[config.mk]
export PLATFORM = sky130hd
export DESIGN_NAME = fwd_data_generator
export DESIGN_NICKNAME = d
export VERILOG_FILES = /design/src/fwd_gen_pkg.sv /design/src/fwd_request_fifo.sv /design/src/fwd_config_decode.sv /design/src/fwd_index_sequencer.sv /design/src/fwd_request_former.sv /design/src/fwd_data_generator.sv
export VERILOG_INCLUDE_DIRS = /design/src
export SDC_FILE = /design/constraint.sdc
export NUM_CORES = 2
export LEC_CHECK = 0
export BUFFER_PORTS_ARGS = -buffer_cell sky130_fd_sc_hd__buf_2
export CORE_MARGIN = 5
export CORE_UTILIZATION = 65
export CTS_CLUSTER_DIAMETER = 150
export DETAILED_ROUTE_END_ITERATION = 6
export PLACE_DENSITY = 0.83
export REMOVE_ABC_BUFFERS = 1
export SETUP_SLACK_MARGIN = 0.05
export SLEW_MARGIN = 20
export SYNTH_ARGS = -nofsm -noshare
export SYNTH_HDL_FRONTEND = slang
export SYNTH_SLANG_ARGS = --single-unit
[constraint.sdc]
create_clock -name ap_clk -period 32.2 [get_ports ap_clk]
set_input_delay 0 -clock ap_clk [delete_from_list [all_inputs] [get_ports ap_clk]]
set_output_delay 0 -clock ap_clk [all_outputs]
set_load 0.02 [all_outputs]
[src/fwd_gen_settings.svh]
// Forward generator build settings
`ifndef FWD_GEN_SETTINGS_SVH
`define FWD_GEN_SETTINGS_SVH

// ------------------------------------------------------------------------
// Datapath widths
// ------------------------------------------------------------------------
// Vertex index and walk counter
`define FWD_INDEX_WIDTH 32

// Array base pointer and byte offset
`define FWD_ADDR_WIDTH 64

`define FWD_ROUTE_WIDTH 8

// Offset shift amount, up to 31 positions
`define FWD_SHIFT_WIDTH 5

// ------------------------------------------------------------------------
// Request FIFO
// ------------------------------------------------------------------------
`define FWD_FIFO_DEPTH 16

// Fill level that stalls the sequencer
`define FWD_PROG_THRESH 8

`endif

[src/fwd_gen_pkg.sv]
// Forward generator shared types
`include "fwd_gen_settings.svh"

package fwd_gen_pkg;

    // ------------------------------------------------------------------------
    // Vector types
    // ------------------------------------------------------------------------
    // One vertex index or counter value
    typedef logic [`FWD_INDEX_WIDTH-1:0] index_t;

    // Base pointer or byte offset
    typedef logic [`FWD_ADDR_WIDTH-1:0] address_t;

    typedef logic [`FWD_ROUTE_WIDTH-1:0] route_t;

    typedef logic [`FWD_SHIFT_WIDTH-1:0] shift_t;

    // ------------------------------------------------------------------------
    // State machines
    // ------------------------------------------------------------------------
    // Configuration fetch in the decode stage
    typedef enum logic [2:0] {
        SETUP_IDLE,
        SETUP_MEM_REQ,
        SETUP_MEM_WAIT,
        SETUP_ENG_REQ,
        SETUP_ENG_WAIT,
        SETUP_RUN
    } setup_state_e;

    // Index walk in the execute stage
    typedef enum logic [2:0] {
        SEQ_IDLE,
        SEQ_LOAD,
        SEQ_BUSY,
        SEQ_PAUSE,
        SEQ_DONE
    } seq_state_e;

endpackage : fwd_gen_pkg

[src/fwd_request_fifo.sv]
// Synchronous request FIFO
`timescale 1ns/1ps

module fwd_request_fifo #(
    parameter int DEPTH  = 16,
    parameter int WIDTH  = 8,
    parameter int THRESH = 8
) (
    input  logic             ap_clk,
    input  logic             areset_generator,
    input  logic             wr_en,
    input  logic [WIDTH-1:0] din,
    input  logic             rd_en,
    output logic [WIDTH-1:0] dout,
    output logic             valid,
    output logic             empty,
    output logic             full,
    output logic             prog_full
);

    localparam int AW = (DEPTH > 1) ? $clog2(DEPTH) : 1;

    logic [WIDTH-1:0] mem [DEPTH];
    logic [AW-1:0]    wr_ptr;
    logic [AW-1:0]    rd_ptr;
    logic [AW:0]      count;
    logic             do_wr;
    logic             do_rd;

    assign empty     = (count == '0);
    assign full      = (count == (AW+1)'(DEPTH));
    assign prog_full = (count >= (AW+1)'(THRESH));
    assign do_wr     = wr_en & ~full;
    assign do_rd     = rd_en & ~empty;

    // ------------------------------------------------------------------------
    // Pointers and occupancy
    // ------------------------------------------------------------------------
    always_ff @(posedge ap_clk) begin
        if (areset_generator) begin
            wr_ptr <= '0;
            rd_ptr <= '0;
            count  <= '0;
            valid  <= 1'b0;
        end else begin
            if (do_wr) begin
                wr_ptr <= (wr_ptr == AW'(DEPTH - 1)) ? '0 : wr_ptr + 1'b1;
            end
            if (do_rd) begin
                rd_ptr <= (rd_ptr == AW'(DEPTH - 1)) ? '0 : rd_ptr + 1'b1;
            end
            case ({do_wr, do_rd})
                2'b10:   count <= count + 1'b1;
                2'b01:   count <= count - 1'b1;
                default: count <= count;
            endcase
            valid <= do_rd;
        end
    end

    // Storage and registered read port
    always_ff @(posedge ap_clk) begin
        if (do_wr) begin
            mem[wr_ptr] <= din;
        end
        if (do_rd) begin
            dout <= mem[rd_ptr];
        end
    end

    // Upstream pause must keep writes away from a full FIFO
    a_no_write_when_full: assert property (
        @(posedge ap_clk) disable iff (areset_generator) full |-> !wr_en
    );

    // Reads are requested only while entries are stored
    a_no_read_when_empty: assert property (
        @(posedge ap_clk) disable iff (areset_generator) rd_en |-> !empty
    );

endmodule : fwd_request_fifo

[src/fwd_config_decode.sv]
// Configuration decode stage
`timescale 1ns/1ps

module fwd_config_decode
    import fwd_gen_pkg::*;
(
    input  logic     ap_clk,
    input  logic     areset_generator,
    input  logic     descriptor_valid,
    input  logic     config_memory_valid,
    input  logic     mode_indirect,
    input  address_t array_pointer_in,
    input  index_t   index_start,
    input  index_t   index_end,
    input  index_t   stride,
    input  logic     count_down,
    input  logic     shift_left_in,
    input  shift_t   shift_amount_in,
    input  route_t   route_in,
    input  logic     config_engine_valid,
    input  index_t   engine_index_start,
    input  index_t   engine_index_end,
    input  logic     walk_done,
    output logic     config_memory_setup,
    output logic     config_engine_setup,
    output logic     walk_start,
    output index_t   walk_start_index,
    output index_t   walk_end_index,
    output index_t   walk_stride,
    output logic     walk_count_down,
    output address_t array_pointer,
    output logic     shift_left,
    output shift_t   shift_amount,
    output route_t   route
);

    setup_state_e state;
    setup_state_e next_state;
    logic         descriptor_valid_reg;
    logic         mem_accept;
    logic         eng_accept;

    // ------------------------------------------------------------------------
    // Setup state machine
    // ------------------------------------------------------------------------
    always_ff @(posedge ap_clk) begin
        if (areset_generator) begin
            state                <= SETUP_IDLE;
            descriptor_valid_reg <= 1'b0;
            walk_start           <= 1'b0;
        end else begin
            state                <= next_state;
            descriptor_valid_reg <= descriptor_valid;
            // Last configuration seen, so the walk can begin
            walk_start           <= (mem_accept & ~mode_indirect) | eng_accept;
        end
    end

    always_comb begin
        next_state = state;
        case (state)
            SETUP_IDLE: begin
                if (descriptor_valid_reg) begin
                    next_state = SETUP_MEM_REQ;
                end
            end
            SETUP_MEM_REQ: next_state = SETUP_MEM_WAIT;
            SETUP_MEM_WAIT: begin
                if (config_memory_valid) begin
                    next_state = mode_indirect ? SETUP_ENG_REQ : SETUP_RUN;
                end
            end
            SETUP_ENG_REQ: next_state = SETUP_ENG_WAIT;
            SETUP_ENG_WAIT: begin
                if (config_engine_valid) begin
                    next_state = SETUP_RUN;
                end
            end
            SETUP_RUN: begin
                if (walk_done) begin
                    next_state = SETUP_IDLE;
                end
            end
            default: next_state = SETUP_IDLE;
        endcase
    end

    // One pulse per request state
    assign config_memory_setup = (state == SETUP_MEM_REQ);
    assign config_engine_setup = (state == SETUP_ENG_REQ);

    assign mem_accept = (state == SETUP_MEM_WAIT) & config_memory_valid;
    assign eng_accept = (state == SETUP_ENG_WAIT) & config_engine_valid;

    // ------------------------------------------------------------------------
    // Walk parameters
    // ------------------------------------------------------------------------
    always_ff @(posedge ap_clk) begin
        if (mem_accept) begin
            walk_start_index <= index_start;
            walk_end_index   <= index_end;
            walk_stride      <= stride;
            walk_count_down  <= count_down;
            array_pointer    <= array_pointer_in;
            shift_left       <= shift_left_in;
            shift_amount     <= shift_amount_in;
            route            <= route_in;
        end
        // Indirect mode takes its range from the engine side
        if (eng_accept) begin
            walk_start_index <= engine_index_start;
            walk_end_index   <= engine_index_end;
        end
    end

endmodule : fwd_config_decode

[src/fwd_index_sequencer.sv]
// Index walk sequencer
`timescale 1ns/1ps

module fwd_index_sequencer
    import fwd_gen_pkg::*;
(
    input  logic   ap_clk,
    input  logic   areset_generator,
    input  logic   walk_start,
    input  index_t walk_start_index,
    input  index_t walk_end_index,
    input  index_t walk_stride,
    input  logic   walk_count_down,
    input  logic   prog_full,
    output logic   index_valid,
    output index_t index_value,
    output logic   walk_done,
    output logic   done
);

    seq_state_e                state;
    seq_state_e                next_state;
    index_t                    counter;
    logic                      wrapped;
    logic                      range_ok;
    logic [$bits(index_t):0]   step_sum;

    // ------------------------------------------------------------------------
    // Range test and step
    // ------------------------------------------------------------------------
    // A carry or borrow out of the counter ends the walk as well
    always_comb begin
        if (walk_count_down) begin
            range_ok = ~wrapped & (counter > walk_end_index);
            step_sum = {1'b0, counter} - {1'b0, walk_stride};
        end else begin
            range_ok = ~wrapped & (counter < walk_end_index);
            step_sum = {1'b0, counter} + {1'b0, walk_stride};
        end
    end

    assign index_valid = (state == SEQ_BUSY) & range_ok & ~prog_full;
    assign index_value = counter;
    assign walk_done   = (state == SEQ_DONE);

    always_ff @(posedge ap_clk) begin
        if (state == SEQ_LOAD) begin
            counter <= walk_start_index;
            wrapped <= 1'b0;
        end else if (index_valid) begin
            counter <= step_sum[$bits(index_t)-1:0];
            wrapped <= step_sum[$bits(index_t)];
        end
    end

    // ------------------------------------------------------------------------
    // Walk state machine
    // ------------------------------------------------------------------------
    always_ff @(posedge ap_clk) begin
        if (areset_generator) begin
            state <= SEQ_IDLE;
            done  <= 1'b1;
        end else begin
            state <= next_state;
            if (walk_start) begin
                done <= 1'b0;
            end else if (state == SEQ_BUSY && !range_ok) begin
                done <= 1'b1;
            end
        end
    end

    always_comb begin
        next_state = state;
        case (state)
            SEQ_IDLE: begin
                if (walk_start) begin
                    next_state = SEQ_LOAD;
                end
            end
            SEQ_LOAD: next_state = SEQ_BUSY;
            SEQ_BUSY: begin
                if (!range_ok) begin
                    next_state = SEQ_DONE;
                end else if (prog_full) begin
                    next_state = SEQ_PAUSE;
                end
            end
            // Hold until the FIFO drains below threshold
            SEQ_PAUSE: begin
                if (!prog_full) begin
                    next_state = SEQ_BUSY;
                end
            end
            SEQ_DONE: next_state = SEQ_IDLE;
            default: next_state = SEQ_IDLE;
        endcase
    end

    // A new walk only starts once the previous one has finished
    a_start_between_walks: assert property (
        @(posedge ap_clk) disable iff (areset_generator)
        walk_start |-> (state == SEQ_IDLE)
    );

endmodule : fwd_index_sequencer

[src/fwd_request_former.sv]
// Request result stage
`timescale 1ns/1ps
`include "fwd_gen_settings.svh"

module fwd_request_former
    import fwd_gen_pkg::*;
(
    input  logic     ap_clk,
    input  logic     areset_generator,
    input  logic     index_valid,
    input  index_t   index_value,
    input  address_t array_pointer,
    input  logic     shift_left,
    input  shift_t   shift_amount,
    input  route_t   route,
    input  logic     request_rd_en,
    output logic     prog_full,
    output logic     request_valid,
    output route_t   request_route,
    output address_t request_base,
    output address_t request_offset,
    output index_t   request_index
);

    // Route, base, offset and index, most significant first
    localparam int PACKET_WIDTH =
        $bits(route_t) + 2 * $bits(address_t) + $bits(index_t);

    address_t                index_wide;
    address_t                offset_comb;
    logic                    packet_valid;
    logic [PACKET_WIDTH-1:0] packet_data;
    logic [PACKET_WIDTH-1:0] fifo_dout;
    logic                    fifo_empty;
    logic                    fifo_rd_en;

    // ------------------------------------------------------------------------
    // Offset and packet register
    // ------------------------------------------------------------------------
    assign index_wide  = address_t'(index_value);
    assign offset_comb = shift_left ? (index_wide << shift_amount)
                                    : (index_wide >> shift_amount);

    always_ff @(posedge ap_clk) begin
        if (areset_generator) begin
            packet_valid <= 1'b0;
        end else begin
            packet_valid <= index_valid;
        end
    end

    always_ff @(posedge ap_clk) begin
        packet_data <= {route, array_pointer, offset_comb, index_value};
    end

    // ------------------------------------------------------------------------
    // Request queue
    // ------------------------------------------------------------------------
    // Pops on an empty queue are dropped here
    assign fifo_rd_en = request_rd_en & ~fifo_empty;

    fwd_request_fifo #(
        .DEPTH  (`FWD_FIFO_DEPTH),
        .WIDTH  (PACKET_WIDTH),
        .THRESH (`FWD_PROG_THRESH)
    ) u_request_fifo (
        .ap_clk           (ap_clk),
        .areset_generator (areset_generator),
        .wr_en            (packet_valid),
        .din              (packet_data),
        .rd_en            (fifo_rd_en),
        .dout             (fifo_dout),
        .valid            (request_valid),
        .empty            (fifo_empty),
        .full             (),
        .prog_full        (prog_full)
    );

    assign {request_route, request_base, request_offset, request_index} = fifo_dout;

endmodule : fwd_request_former

[src/fwd_data_generator.sv]
// CSR index generator top level
`timescale 1ns/1ps

module fwd_data_generator
    import fwd_gen_pkg::*;
(
    input  logic     ap_clk,
    input  logic     areset_generator,
    input  logic     descriptor_valid,
    input  logic     config_memory_valid,
    input  logic     mode_indirect,
    input  address_t array_pointer,
    input  index_t   index_start,
    input  index_t   index_end,
    input  index_t   stride,
    input  logic     count_down,
    input  logic     shift_left,
    input  shift_t   shift_amount,
    input  route_t   route,
    input  logic     config_engine_valid,
    input  index_t   engine_index_start,
    input  index_t   engine_index_end,
    input  logic     request_rd_en,
    output logic     config_memory_setup,
    output logic     config_engine_setup,
    output logic     request_valid,
    output route_t   request_route,
    output address_t request_base,
    output address_t request_offset,
    output index_t   request_index,
    output logic     done
);

    // ------------------------------------------------------------------------
    // Stage handoff wires
    // ------------------------------------------------------------------------
    // Decode to sequencer
    logic     walk_start;
    index_t   walk_start_index;
    index_t   walk_end_index;
    index_t   walk_stride;
    logic     walk_count_down;
    logic     walk_done;

    // Decode to former, held for the whole walk
    address_t cfg_array_pointer;
    logic     cfg_shift_left;
    shift_t   cfg_shift_amount;
    route_t   cfg_route;

    // Sequencer and former
    logic     index_valid;
    index_t   index_value;
    logic     prog_full;

    fwd_config_decode u_config_decode (
        .*,
        .array_pointer_in (array_pointer),
        .shift_left_in    (shift_left),
        .shift_amount_in  (shift_amount),
        .route_in         (route),
        .array_pointer    (cfg_array_pointer),
        .shift_left       (cfg_shift_left),
        .shift_amount     (cfg_shift_amount),
        .route            (cfg_route)
    );

    fwd_index_sequencer u_index_sequencer (
        .*
    );

    fwd_request_former u_request_former (
        .*,
        .array_pointer (cfg_array_pointer),
        .shift_left    (cfg_shift_left),
        .shift_amount  (cfg_shift_amount),
        .route         (cfg_route)
    );

endmodule : fwd_data_generator

### Yosys cells after proc, flatten, opt, wreduce, memory -nomap -nowiden

Memory sizes are Yosys's and may differ from the RTL's. A register that Yosys moved wholly into a read port is not among the register bits.
Cells that the tools add are included.

| word-level totals | value |
|---|---|
| flip-flop bits (word level) | 400 |
| memory bits (writable) | 2688 |
| bits of input ports | 246 |
| output and inout bits | 172 |
| logic and storage cells | 108 |
| memories | 1 |

| operators by class | value |
|---|---|
| add/subtract/negate cells | 6 |
| order comparisons | 3 |
| equal/unequal tests | 21 |
| shift-type cells | 2 |
| muxes and demuxes | 27 |
| bitwise operators | 16 |
| reductions and logical operators | 11 |

Memories:

| memory | depth | width | rd ports | clocked after memory_dff | write ports | RTL line | text |
|---|---|---|---|---|---|---|---|
| u_request_former.u_request_fifo.mem | 16 | 168 | 1 | 1 | 1 | fwd_request_fifo.sv:23 | `logic [WIDTH-1:0] mem [DEPTH];` |

Operators by type and width:

| operator | number |
|---|---|
| two-way mux 32 bit | 6 |
| two-way mux 64 bit | 1 |
| left shift 32 x 5 -> 64 bit | 1 |
| >> shifter 32 x 5 -> 64 bit | 1 |
| adder 32 x 32 -> 33 bit | 1 |
| two-way mux 33 bit | 1 |
| subtractor 32 x 32 -> 33 bit | 1 |
| > comparator 32 bit | 1 |
| < comparator 32 bit | 1 |
| two-way mux 3 bit | 9 |
| one-hot mux 3 bit (6 select lines) | 1 |
| equality test 3 x 2 -> 1 bit, second input constant | 4 |
| one-hot mux 3 bit (4 select lines) | 1 |
| bitwise AND 1 bit | 10 |
| one-hot mux 5 bit (2 select lines) | 1 |
| equality test 3 bit, second input constant | 3 |
| adder 4 x 1 -> 4 bit, second input constant | 2 |
| equality test 4 bit, second input constant | 2 |
| two-way mux 4 bit | 2 |
| inequality test 2 bit, second input constant | 4 |
| nonzero test 2 bit | 4 |
| equality test 3 x 1 -> 1 bit, second input constant | 2 |
| logical NOT 3 bit | 2 |
| adder 5 x 1 -> 5 bit, second input constant | 1 |
| other kinds (15) | 24 |

### Logic depth before layout (Yosys ltp)

| depth | value |
|---|---|
| depth after elaboration | 7 |
| gate-level depth with buffers | 18 |
| depth with buffers taken out | 17 |

### Cells and area by module

From an unflattened synthesis, not the netlist that was laid out.

| unflattened totals | value |
|---|---|
| cells, all modules | 6013 |
| area total of the unflattened synthesis | 125320.2 um^2 |

By module, submodules not included:

| module | times used | cells each | area each (um^2) | seq. area each (um^2) |
|---|---|---|---|---|
| fwd_request_fifo | 1 | 4369 | 106203.1 | 86042.5 |
| fwd_request_former | 1 | 761 | 7781.2 | 3363.2 |
| fwd_config_decode | 1 | 276 | 6488.7 | 5355.1 |
| fwd_index_sequencer | 1 | 607 | 4847.1 | 1061.0 |

### Worst setup path before layout

Ideal clock, no wire load.

| path | value |
|---|---|
| kind | reg-to-reg |
| start | register u_request_former.u_request_fifo.count[3] |
| end | memory u_request_former.u_request_fifo.mem[3][0] (netlist bit), enable pin |
| library setup time | 0.898 ns |
| arrival | 12.298 ns |
| required time | 31.302 ns |
| setup slack | 19.004 ns |
| stages on the path, launching flop included | 6 |
| buffers on the path | 1 |
| period minus slack after synthesis | 13.196 ns |
| cells stage by stage | dfxtp_1 > or4_1 > o21a_1 > clkbuf_1 > nand2_1 > nor3_1 |

| on the way | value |
|---|---|
| cells in the longest elaborated chain, start to end | 5 |

RTL lines:

| what | RTL line | text |
|---|---|---|
| start: declaration | fwd_request_fifo.sv:26 | `logic [AW:0] count;` |
| start signal: assignment | fwd_request_fifo.sv:53 | `2'b10: count <= count + 1'b1;` |
| start signal: assignment | fwd_request_fifo.sv:54 | `2'b01: count <= count - 1'b1;` |
| start signal: assignment | fwd_request_fifo.sv:55 | `default: count <= count;` |
| equality test 5 bit | fwd_request_fifo.sv:31 | `assign full = (count == (AW+1)'(DEPTH));` |
| NOT 1 bit | fwd_request_fifo.sv:33 | `assign do_wr = wr_en & ~full;` |
| bitwise AND 1 bit | fwd_request_fifo.sv:33 |  |
| two-way mux 1 bit | fwd_request_fifo.sv:63 | `if (do_wr) begin` |
| two-way mux 1 bit (implied by the code) | fwd_request_fifo.sv:64 | `mem[wr_ptr] <= din;` |
| end: declaration | fwd_request_fifo.sv:23 |  |

Every way passes these cells.

### Worst setup path in the final report

| path | value |
|---|---|
| start | register u_config_decode.walk_stride[6] |
| end | register u_index_sequencer.counter[30], in the netlist u_index_sequencer.index_value[30] (data pin) |

| on the way | value |
|---|---|
| cells in the longest elaborated chain, start to end | 4 |
| elaborated cells on any way between the ends | 5 |
| classes of those cells | add/sub: 2; mux: 3 |

RTL lines:

| what | RTL line | text |
|---|---|---|
| start: declaration | fwd_config_decode.sv:29 | `output index_t walk_stride,` |
| start signal: assignment | fwd_config_decode.sv:102 | `walk_stride <= stride;` |
| adder 32 x 32 -> 33 bit / subtractor 32 x 32 -> 33 bit (equally long branches) | fwd_index_sequencer.sv:38, fwd_index_sequencer.sv:35 |  |
| two-way mux 33 bit (*) | fwd_index_sequencer.sv:33 | `if (walk_count_down) begin` |
| two-way mux 32 bit (*) | fwd_index_sequencer.sv:50 | `end else if (index_valid) begin` |
| two-way mux 32 bit (*) | fwd_index_sequencer.sv:47 | `if (state == SEQ_LOAD) begin` |
| end signal: assignment | fwd_index_sequencer.sv:48 | `counter <= walk_start_index;` |
| end signal: assignment | fwd_index_sequencer.sv:51 | `counter <= step_sum[$bits(index_t)-1:0];` |
| end: declaration | fwd_index_sequencer.sv:23 | `index_t counter;` |

Mark *: on every way between the ends. The rest lies on a longest branch, timed or not. The select of a mux whose other input is x is not followed.
A chain may end at the register's enable or synchronous reset.

==> impl_results.md <==
- Final Critical Period: 5044 ps
- RR Endpoint: u_index_sequencer.index_value[30]
- Rel. slew slack: 0.1847
- Final Slew Violations: 0
- TritonRoute pass-1 iters: 7
- Core area: 0.1898 mm^2
- Yosys cell types: 73
- CP Capture Type: flip-flop
- Cells after Synth: 5,547
- Fill count: 9,232
- Leakage power: 46.14 nW
- Total power: 0.009224 W
- Top-count cell post-synth: edfxtp_1
- Seq/Total Area, Yosys: 0.7707
- Area Overhead vs Synth: 16.69%
- Largest Register: u_request_former.u_request_fifo.mem
- Placer Congestion: 0.9508
- Drt drc: 258
- # port buffers: 416
- Die Height: 446.2 um
- Critical Path Start Type: flip-flop
- Final TNS setup: 0 ps
- Largest regs: u_request_former.u_request_fifo.mem: 2672 flops, u_request_former.packet_data: 167 flops, u_request_former.u_request_fifo.dout: 167 flops
- Nets@finish: 6,936
- Top cells by count, synth: 3,046 x edfxtp_1, 876 x mux4_2, 218 x nor2_1
- Share of the clock period used by the worst path: 0.1566
- Main synth FF type: edfxtp_1
- Max clock buf depth: 4
- DP Worst Slack: 27,390 ps
- Die area: 0.1991 mm^2
- Resized cells post-CTS: 0
- CP Class: reg2reg
- Share of the synthesized area in the top cell type: 0.7397
- Inserted Clock Buffers: 322
- Hold depth: 3
- Syn avg cell area: 22.29 um^2
- Synth Cell Area: 0.1237 mm^2
- Vias: 68,330
- Detailed Place HPWL: 163.4 mm
- CTS tree: done
- Synth area leader: edfxtp_1
- Die Width: 446.2 um
- CP endpoint: u_index_sequencer.index_value[30]
- Reg clk slew, reported paths: 70 ps
- Max FFs per register: 2,672
- Critical path required time: 32,890 ps
- Post-route ant nets: 0
- R2R depth: 15
- Largest net degree at the start of global routing: 111
- Critical path fanouts, max: 6
- Avg WL per Cell: 38.53 um
- Std-Cell Rows: 160
- Post-DR vias/cell: 7.267
- Outcome: complete, but fails checks
- Critical Path Source: u_config_decode.walk_stride[6]
- Post-CTS Setup Bufs: 0
- Total track usage: 0.3687
- Worst endpoint data arrival time: 5740 ps
- Global-route wire length before repair: 515.1 mm
- Final WS setup: 27,160 ps
- Worst min-delay path class: in2reg
- Initial core utilization: 0.6516
- Clk sink count: 3,238
- Worst hold margin: 68.94 ps
- Initial antenna violation count: 51
- Overflow left after global routing: 0
- Number of global-route vias before repair: 70,550
- Top post-synthesis cells by area: edfxtp_1 74%, mux4_2 16%, dfxtp_1 3.1%
- Worst IR Drop VDD: 0.06846 mV
- Synth Warn #: 0
- I/O pin count: 418
- R2R Setup Slk: 27,160 ps
- Failing checks: DRC
- H-tree Lvls: 5
- Total wire length: 362.2 mm
- Fin. Hold Viols: 0
- Max cap viols: 0
- RSZ-0062 raised after global routing: false
- Clock root buffer: clkbuf_16
- Clk_lat worst skew: 970 ps
- Pwr dens: 63.93 mW/mm^2
- Reg2Reg Launch Point: u_config_decode.walk_stride[6]
- Number of flops mapped to enable cells by yosys: 3,046
- Skew final: 65.61 ps
- Final setup viols: 0
- Worst-Margin Slew: 1223 ps
- Post-synth ARST share: 0
- Fmax: 198.3 MHz
- Yosys reg bits: 3,238
- Hold bufs inserted after CTS: 491
- Initial DRC Count: 12,220
- Layout cell share with drive strength beyond 1: 0.2893
## cells in the final DEF (no fill, tap or decap), types with 78 or more instances in the layout
| cell | netlist | routed |
|---|---|---|
| mux2_2 | 78 | 78 |
| o21ai_0 | 94 | 93 |
| nand2_1 | 87 | 87 |
| edfxtp_1 | 3046 | 3046 |
| clkbuf_16 | 0 | 325 |
| dfxtp_1 | 192 | 188 |
| mux4_2 | 876 | 876 |
| buf_2 | 16 | 416 |
| buf_4 | 2 | 95 |
| a21oi_1 | 115 | 115 |
| dlygate4sd3_1 | 0 | 491 |
| nor2_1 | 218 | 206 |
## metrics by stage
stage          instance area, um^2  utilization  cells
3_3_place_gp                128900       0.6793   8307
3_5_place_dp                128900       0.6794   8308
5_1_grt                     144300       0.7601   9386
6_report                    144300       0.7603   9402
4_1_cts                     144200       0.7597   9367
2_1_floorplan               122600            -   5273
## layout make-up
type | instances | area [um^2] | share of cell area
sequential | 3238 | 95330 | 0.6606
multi-input combinational | 1962 | 27150 | 0.1881
clock buffer | 414 | 8697 | 0.06027
timing repair buffer | 1017 | 7988 | 0.05536
tap | 2511 | 3142 | 0.02177
clock inverter | 154 | 1627 | 0.01127
inverter | 73 | 286.5 | 0.001986
antenna | 33 | 82.58 | 0.0005723
## power breakdown
part / leakage (nW) / switching, W / internal [W] / total (W)
logic: 12.0 / 0.000304 / 0.000211 / 0.000515
registers: 29.1 / 0.000149 / 0.00475 / 0.00490
clock network: 5.05 / 0.00164 / 0.00217 / 0.00381
## worst min path at each step
stage | slack [ps] | startpoint | endpoint
after floorplan | 70 | areset_generator | u_config_decode.state[0]
after global placement | 180 | array_pointer[22] | u_config_decode.array_pointer[22]
after detailed placement | 180 | array_pointer[38] | u_config_decode.array_pointer[38]
after CTS | 20 | engine_index_end[23] | u_config_decode.walk_end_index[23]
after global routing | 90 | areset_generator | u_request_former.u_request_fifo.wr_ptr[2]
final | 70 | areset_generator | u_request_former.u_request_fifo.wr_ptr[1]
## metal layers
metal | track usage | part of all wire | wire length (um) | vias up
met1 | 0.4656 | 0.32 | 115400 | 34630
met3 | 0.08808 | 0.11 | 41040 | 1696
li1 | - | - | - | 25410
met2 | 0.5930 | 0.49 | 178700 | 6563
met4 | 0.2203 | 0.074 | 26900 | 24
met5 | 0.0002442 | 0.00044 | 159 | -
## critical path, cell delays in order (launching register included)
cell	delay [ps]
edfxtp_1	440
nor4_1	500
nand3b_1	220
nor3_1	400
and2_1	330
a21o_1	290
o21ai_0	200
xnor2_1	190
ha_1	440
nand4_1	270
or3_1	490
o221ai_4	290
o31ai_4	100
a311oi_1	360
o21a_1	170
o31ai_1	70
## logic make-up (layout without fill, tap and decap cells)
kind of cell,Yosys count,after routing,share of synthesized area
flip-flops,3238,3238,0.7707
multiplexers,1029,1029,0.1727
AND/OR/NAND/NOR,451,451,0.01625
buffers and inverters,347,1658,0.01076
AO/OA/AOI/OAI,346,346,0.01751
adder cells (fa/ha/maj),76,76,0.007811
XOR/XNOR,59,59,0.004179
other,1,34,0.00003032
(Power assumes the default switching activity.)
